$ cat src/common/display_macros.svh
`ifndef DISPLAY_MACROS_SVH
`define DISPLAY_MACROS_SVH

// Horizontal raster in pixel clocks
`define DISP_H_ACTIVE 64
`define DISP_H_FRONT 4
`define DISP_H_SYNC 8
`define DISP_H_BACK 4
`define DISP_H_TOTAL (`DISP_H_ACTIVE + `DISP_H_FRONT + `DISP_H_SYNC + `DISP_H_BACK)

// Vertical raster in lines
`define DISP_V_ACTIVE 32
`define DISP_V_FRONT 2
`define DISP_V_SYNC 2
`define DISP_V_BACK 2
`define DISP_V_TOTAL (`DISP_V_ACTIVE + `DISP_V_FRONT + `DISP_V_SYNC + `DISP_V_BACK)

// Memory fetch geometry
`define DISP_BURST_BYTES 64
`define DISP_BANK_PIXELS 1024
`define DISP_FRAME_PIXELS (`DISP_H_ACTIVE * `DISP_V_ACTIVE)

`endif

$ cat src/common/video_pkg.sv
`default_nettype none

package video_pkg;

    typedef logic [15:0] rgb565_t;      // 5 red, 6 green, 5 blue
    typedef logic [10:0] hcount_t;
    typedef logic [9:0] vcount_t;

    // All three strobes are active high
    typedef struct packed {
        logic hsync;
        logic vsync;
        logic de;
    } video_sync_t;

endpackage : video_pkg

`default_nettype wire

$ cat src/rtl/video_timing.sv
`timescale 1ns/1ps
`default_nettype none
`include "display_macros.svh"

module video_timing (
    input wire logic i_clk,
    input wire logic i_nrst,
    output video_pkg::video_sync_t o_sync
);

    import video_pkg::*;

    localparam int H_TOTAL = `DISP_H_TOTAL;
    localparam int V_TOTAL = `DISP_V_TOTAL;
    localparam int H_SYNC_START = `DISP_H_ACTIVE + `DISP_H_FRONT;
    localparam int H_SYNC_END = H_SYNC_START + `DISP_H_SYNC;
    localparam int V_SYNC_START = `DISP_V_ACTIVE + `DISP_V_FRONT;
    localparam int V_SYNC_END = V_SYNC_START + `DISP_V_SYNC;

    hcount_t hcnt;
    vcount_t vcnt;
    logic h_end;
    logic v_end;
    video_sync_t sync_next;

    assign h_end = (hcnt == hcount_t'(H_TOTAL - 1));
    assign v_end = (vcnt == vcount_t'(V_TOTAL - 1));

    // Pixel and line counters
    always_ff @(posedge i_clk or negedge i_nrst) begin
        if (!i_nrst) begin
            hcnt <= '0;
            vcnt <= '0;
        end else if (h_end) begin
            hcnt <= '0;
            if (v_end) begin
                vcnt <= '0;
            end else begin
                vcnt <= vcnt + 1'b1;
            end
        end else begin
            hcnt <= hcnt + 1'b1;
        end
    end

    // Decode from the current counts
    always_comb begin
        sync_next.hsync = (hcnt >= hcount_t'(H_SYNC_START)) && (hcnt < hcount_t'(H_SYNC_END));
        sync_next.vsync = (vcnt >= vcount_t'(V_SYNC_START)) && (vcnt < vcount_t'(V_SYNC_END));
        sync_next.de = (hcnt < hcount_t'(`DISP_H_ACTIVE))
                    && (vcnt < vcount_t'(`DISP_V_ACTIVE));
    end

    // Outputs lag the counters by one clock
    always_ff @(posedge i_clk or negedge i_nrst) begin
        if (!i_nrst) begin
            o_sync <= '0;
        end else begin
            o_sync <= sync_next;
        end
    end

    // Active video never overlaps a sync pulse
    a_de_outside_sync : assert property (
        @(posedge i_clk) disable iff (!i_nrst)
        o_sync.de |-> !(o_sync.hsync || o_sync.vsync)
    );

endmodule : video_timing

`default_nettype wire

$ cat config.mk
export PLATFORM = sky130hd
export DESIGN_NAME = video_timing
export DESIGN_NICKNAME = d
export VERILOG_FILES = /design/src/common/video_pkg.sv /design/src/rtl/video_timing.sv
export VERILOG_INCLUDE_DIRS = /design/src /design/src/common
export SDC_FILE = /design/constraint.sdc
export NUM_CORES = 1
export LEC_CHECK = 0
export ABC_AREA = 1
export BUFFER_PORTS_ARGS = -buffer_cell sky130_fd_sc_hd__buf_2
export CORE_ASPECT_RATIO = 0.75
export CORE_MARGIN = 1.5
export CORE_UTILIZATION = 54
export DETAILED_ROUTE_END_ITERATION = 8
export GPL_ROUTABILITY_DRIVEN = 1
export GPL_TIMING_DRIVEN = 1
export HOLD_SLACK_MARGIN = 0.06
export PLACE_DENSITY = 0.85
export SLEW_MARGIN = 5
export SYNTH_ARGS = -nofsm -noshare
export SYNTH_HDL_FRONTEND = slang
export SYNTH_SLANG_ARGS = --single-unit
export TNS_END_PERCENT = 30
$ cat constraint.sdc
create_clock -name i_clk -period 1.23 [get_ports i_clk]
set_input_delay 0.123 -clock i_clk [delete_from_list [all_inputs] [get_ports i_clk]]
set_output_delay 0.123 -clock i_clk [all_outputs]
set_load 0.005 [all_outputs]
==> flow_metrics.env <==
export IMPL_violations="negative setup slack"
export IMPL_power_density_mw_per_mm2=775.0
export IMPL_status="complete, but fails checks"
export IMPL_min_delay_path_class="input port to asynchronous set/reset pin"
export IMPL_setup_violations_final=21
export IMPL_total_power_uw=1399
export IMPL_grt_remaining_overflow=0
export IMPL_synth_most_common_cell="nand2_1"
export IMPL_seq_power_share_pct=56.4
export IMPL_syn_area_sq_mm=0.001348
export IMPL_postSynthAreaPerCell_sq_um=7.570
export IMPL_post_route_min_period_ps=1405
export IMPL_synth_fp_nets=185
export IMPL_start_kind="flop"
export IMPL_synthXorXnorAreaFrac_pct=4.550
export IMPL_synth_top_area_share_pct=44.57
export IMPL_required_ps=1460
export IMPL_drive_gt1_share_pct=29.72
export IMPL_clock_path_buffers=2
export IMPL_cap_violations=0
export IMPL_async_flop_share_pct=100.0
export IMPL_grt_pass1_vias=1186
export IMPL_die_height_microns=46.26
export IMPL_p_int_uw=1123
export IMPL_htreeDepth=1
export IMPL_pwr_share_clk_pct=42.3
export IMPL_max_freq_mhz=711.6
export IMPL_switching_power_uw=276.2
export IMPL_muxShareOfSynthArea_pct=0
export IMPL_cts_root_buf="clkbuf_4"
export IMPL_synth_compound_area_share_pct=3.993
export IMPL_cts_sinks=24
export IMPL_rsz0062_at_grt="true"
export IMPL_peakVddDrop_v=0.001285
export IMPL_die_width_microns=60.68
export IMPL_swShare_pct=19.74
export IMPL_period_share_pct=114.3
export IMPL_ys_top_cells_by_area="dfrtp_1 (45%), nand2_1 (15%), inv_1 (7.8%)"
export IMPL_numCtsBuffers=3
export IMPL_ys_seq_area_share_pct=44.57
export IMPL_combPwrFrac_pct=1.3
export IMPL_post_drt_wl_per_cell_microns=16.34
export IMPL_numPortBuffers=4
export IMPL_setup_ws_ps=-175.3
export IMPL_timing_setup_tns_ps=-2235
export IMPL_area_growth_pct=33.98
export IMPL_criticalPathCategory="flop to flop"
export IMPL_viasPerCell=5.776
export IMPL_pin_count=5
export IMPL_power_leakage_uw=0.0009129
export IMPL_drt_iter0_drc=211
export IMPL_grt_pass1_wl_mm=5.430
export IMPL_slew_headroom_pct=64.06
export IMPL_skew_ps=20.01
export IMPL_ys_ff_latch=24
export IMPL_dp_final_hpwl_mm=2.130
export IMPL_worst_setup_path_end_kind="flop"
export IMPL_fp_row_count=15
export IMPL_start_util_pct=57.90
export IMPL_finalHoldViolCount=0
export IMPL_synth_edff_count=0
export IMPL_core_area_sq_mm=0.002327
export IMPL_remaining_drc_errors=0
export IMPL_synth_distinct_cells=21
export IMPL_synthSimpleGateAreaFrac_pct=33.24
export IMPL_synth_fa_ha_area_share_pct=4.643
export IMPL_cts_tree="done"
export IMPL_ys_flop_type="dfrtp_1"
export IMPL_synth_top_family_by_area="simple AND/OR/NAND/NOR gates"
export IMPL_fp_dieArea_sq_mm=0.002807
export IMPL_final_net_count=220
export IMPL_vias=1421
export IMPL_nFillCells=142
export IMPL_clk_pin_slew_ps=150
export IMPL_diodes=0
export IMPL_dr_pass1_iters=5
export IMPL_insertion_delay_ps=350
export IMPL_maxSlewViolCount=0
export IMPL_grt_max_degree=25
export IMPL_ys_warn_count=0
export IMPL_yosysTopAreaCell="dfrtp_1"
export IMPL_groute_usage_overall_pct=27.04
export IMPL_antenna_found_initial=0
export IMPL_gp_congestion=0.9196
export IMPL_worstMarginPinSlew_ps=539.2
export IMPL_netlist_instances=178
export IMPL_synth_common_cells="nand2_1 (54), inv_1 (28), dfrtp_1 (24)"
export IMPL_wl_mm=4.019
export IMPL_ant_nets=0
export IMPL_worstPathMaxFanout=7
export IMPL_cp_arrival_ps=1640
[through the flow]
step                hold slack [ps]  util [%]  std cells  area [sq um]  worst slack, ps
floorplan                    -172.6         -        178          1350            4.178
global placement              126.3     66.77        235          1554           -37.78
detailed placement            142.0     66.77        235          1554           -142.8
CTS                           305.0     73.55        243          1712           -69.70
global route                  330.7     77.58        246          1805           -227.6
finish                        270.4     77.58        246          1805           -175.3
[final timing paths]
check / startpoint / to / slack [ps] / cells after the start
min in group i_clk: vcnt[0] / vcnt[0] / 540 / 2
max reg2reg: hcnt[8] / vcnt[2] / -180 / 6
min: i_nrst / hcnt[6] / 270 / 2
max in group asynchronous: i_nrst / vcnt[3] / 580 / 2
min reg2reg: vcnt[0] / vcnt[0] / 540 / 2
max: hcnt[8] / vcnt[2] / -180 / 6
[registers in the layout, summed over array words and instances, names as in the netlist]
| register | cells |
|---|---|
| o_sync | 3 |
| vcnt | 10 |
| hcnt | 11 |
[cell type report]
class / instances / area (sq um) / area share [%]
timing repair buffer: 32 / 249.0 / 13.79
clock inverter: 1 / 30.03 / 1.663
clock buffer: 3 / 22.52 / 1.247
multi-input combinational: 124 / 755.7 / 41.86
tap: 34 / 42.54 / 2.356
inverter: 28 / 105.1 / 5.821
sequential: 24 / 600.6 / 33.26
[worst max-delay path, stage by stage, from the launching register on]
cell     delay [ps]
dfrtp_1         430
inv_1           100
nand3_2         160
nor3_4          300
inv_2           140
nand2_1          80
nand2_1          60
[power by group through the flow]
stage / Clock (uW) / Combinational (uW) / Sequential, uW
after floorplan: 0 / 0.000409 / 804
after global placement: 0 / 16.6 / 804
after detailed placement: 0 / 17.6 / 804
after CTS: 594 / 20.0 / 789
after global routing: 639 / 22.5 / 789
final: 592 / 18.4 / 789
[repair_timing]
item                                    4_1_cts  5_1_grt
pin swaps                                     6        2
buffers inserted                              3        2
endpoints found under the setup margin       18       21
gates resized for setup                      17       19
endpoints found under the hold margin        24        0
hold buffers                                  1        0
cloned                                        0        1
[placed cells by master, fill, tap and decap left out, drive strengths merged, types with 3 or more instances in the layout]
cell type	instances
buf	31
clkbuf	3
dfrtp	24
ha	5
inv	28
nand2	55
nand3	18
nand3b	4
nand4	4
nor2	17
o21ai	7
xor2	6
[metal layers]
| layer | routed length (microns) | share of wire [%] | global-route usage (%) | up-vias |
|---|---|---|---|---|
| li1 | - | - | - | 624 |
| met2 | 1851 | 46 | 44.09 | 116 |
| met5 | 0 | 0 | 0 | - |
| met3 | 379 | 9.4 | 9.270 | 29 |
| met1 | 1606 | 40 | 34.09 | 652 |
| met4 | 181 | 4.5 | 8.261 | 0 |
[cell families (layout without fill, tap and decap cells)]
| logic type | after synthesis | after routing |
|---|---|---|
| XOR/XNOR | 7 | 7 |
| adder cells (fa/ha/maj) | 5 | 5 |
| buffers and inverters | 30 | 64 |
| AO/OA/AOI/OAI | 10 | 10 |
| AND/OR/NAND/NOR | 102 | 102 |
| flip-flops | 24 | 24 |
No activity file was read; power rests on OpenSTA's default activity.
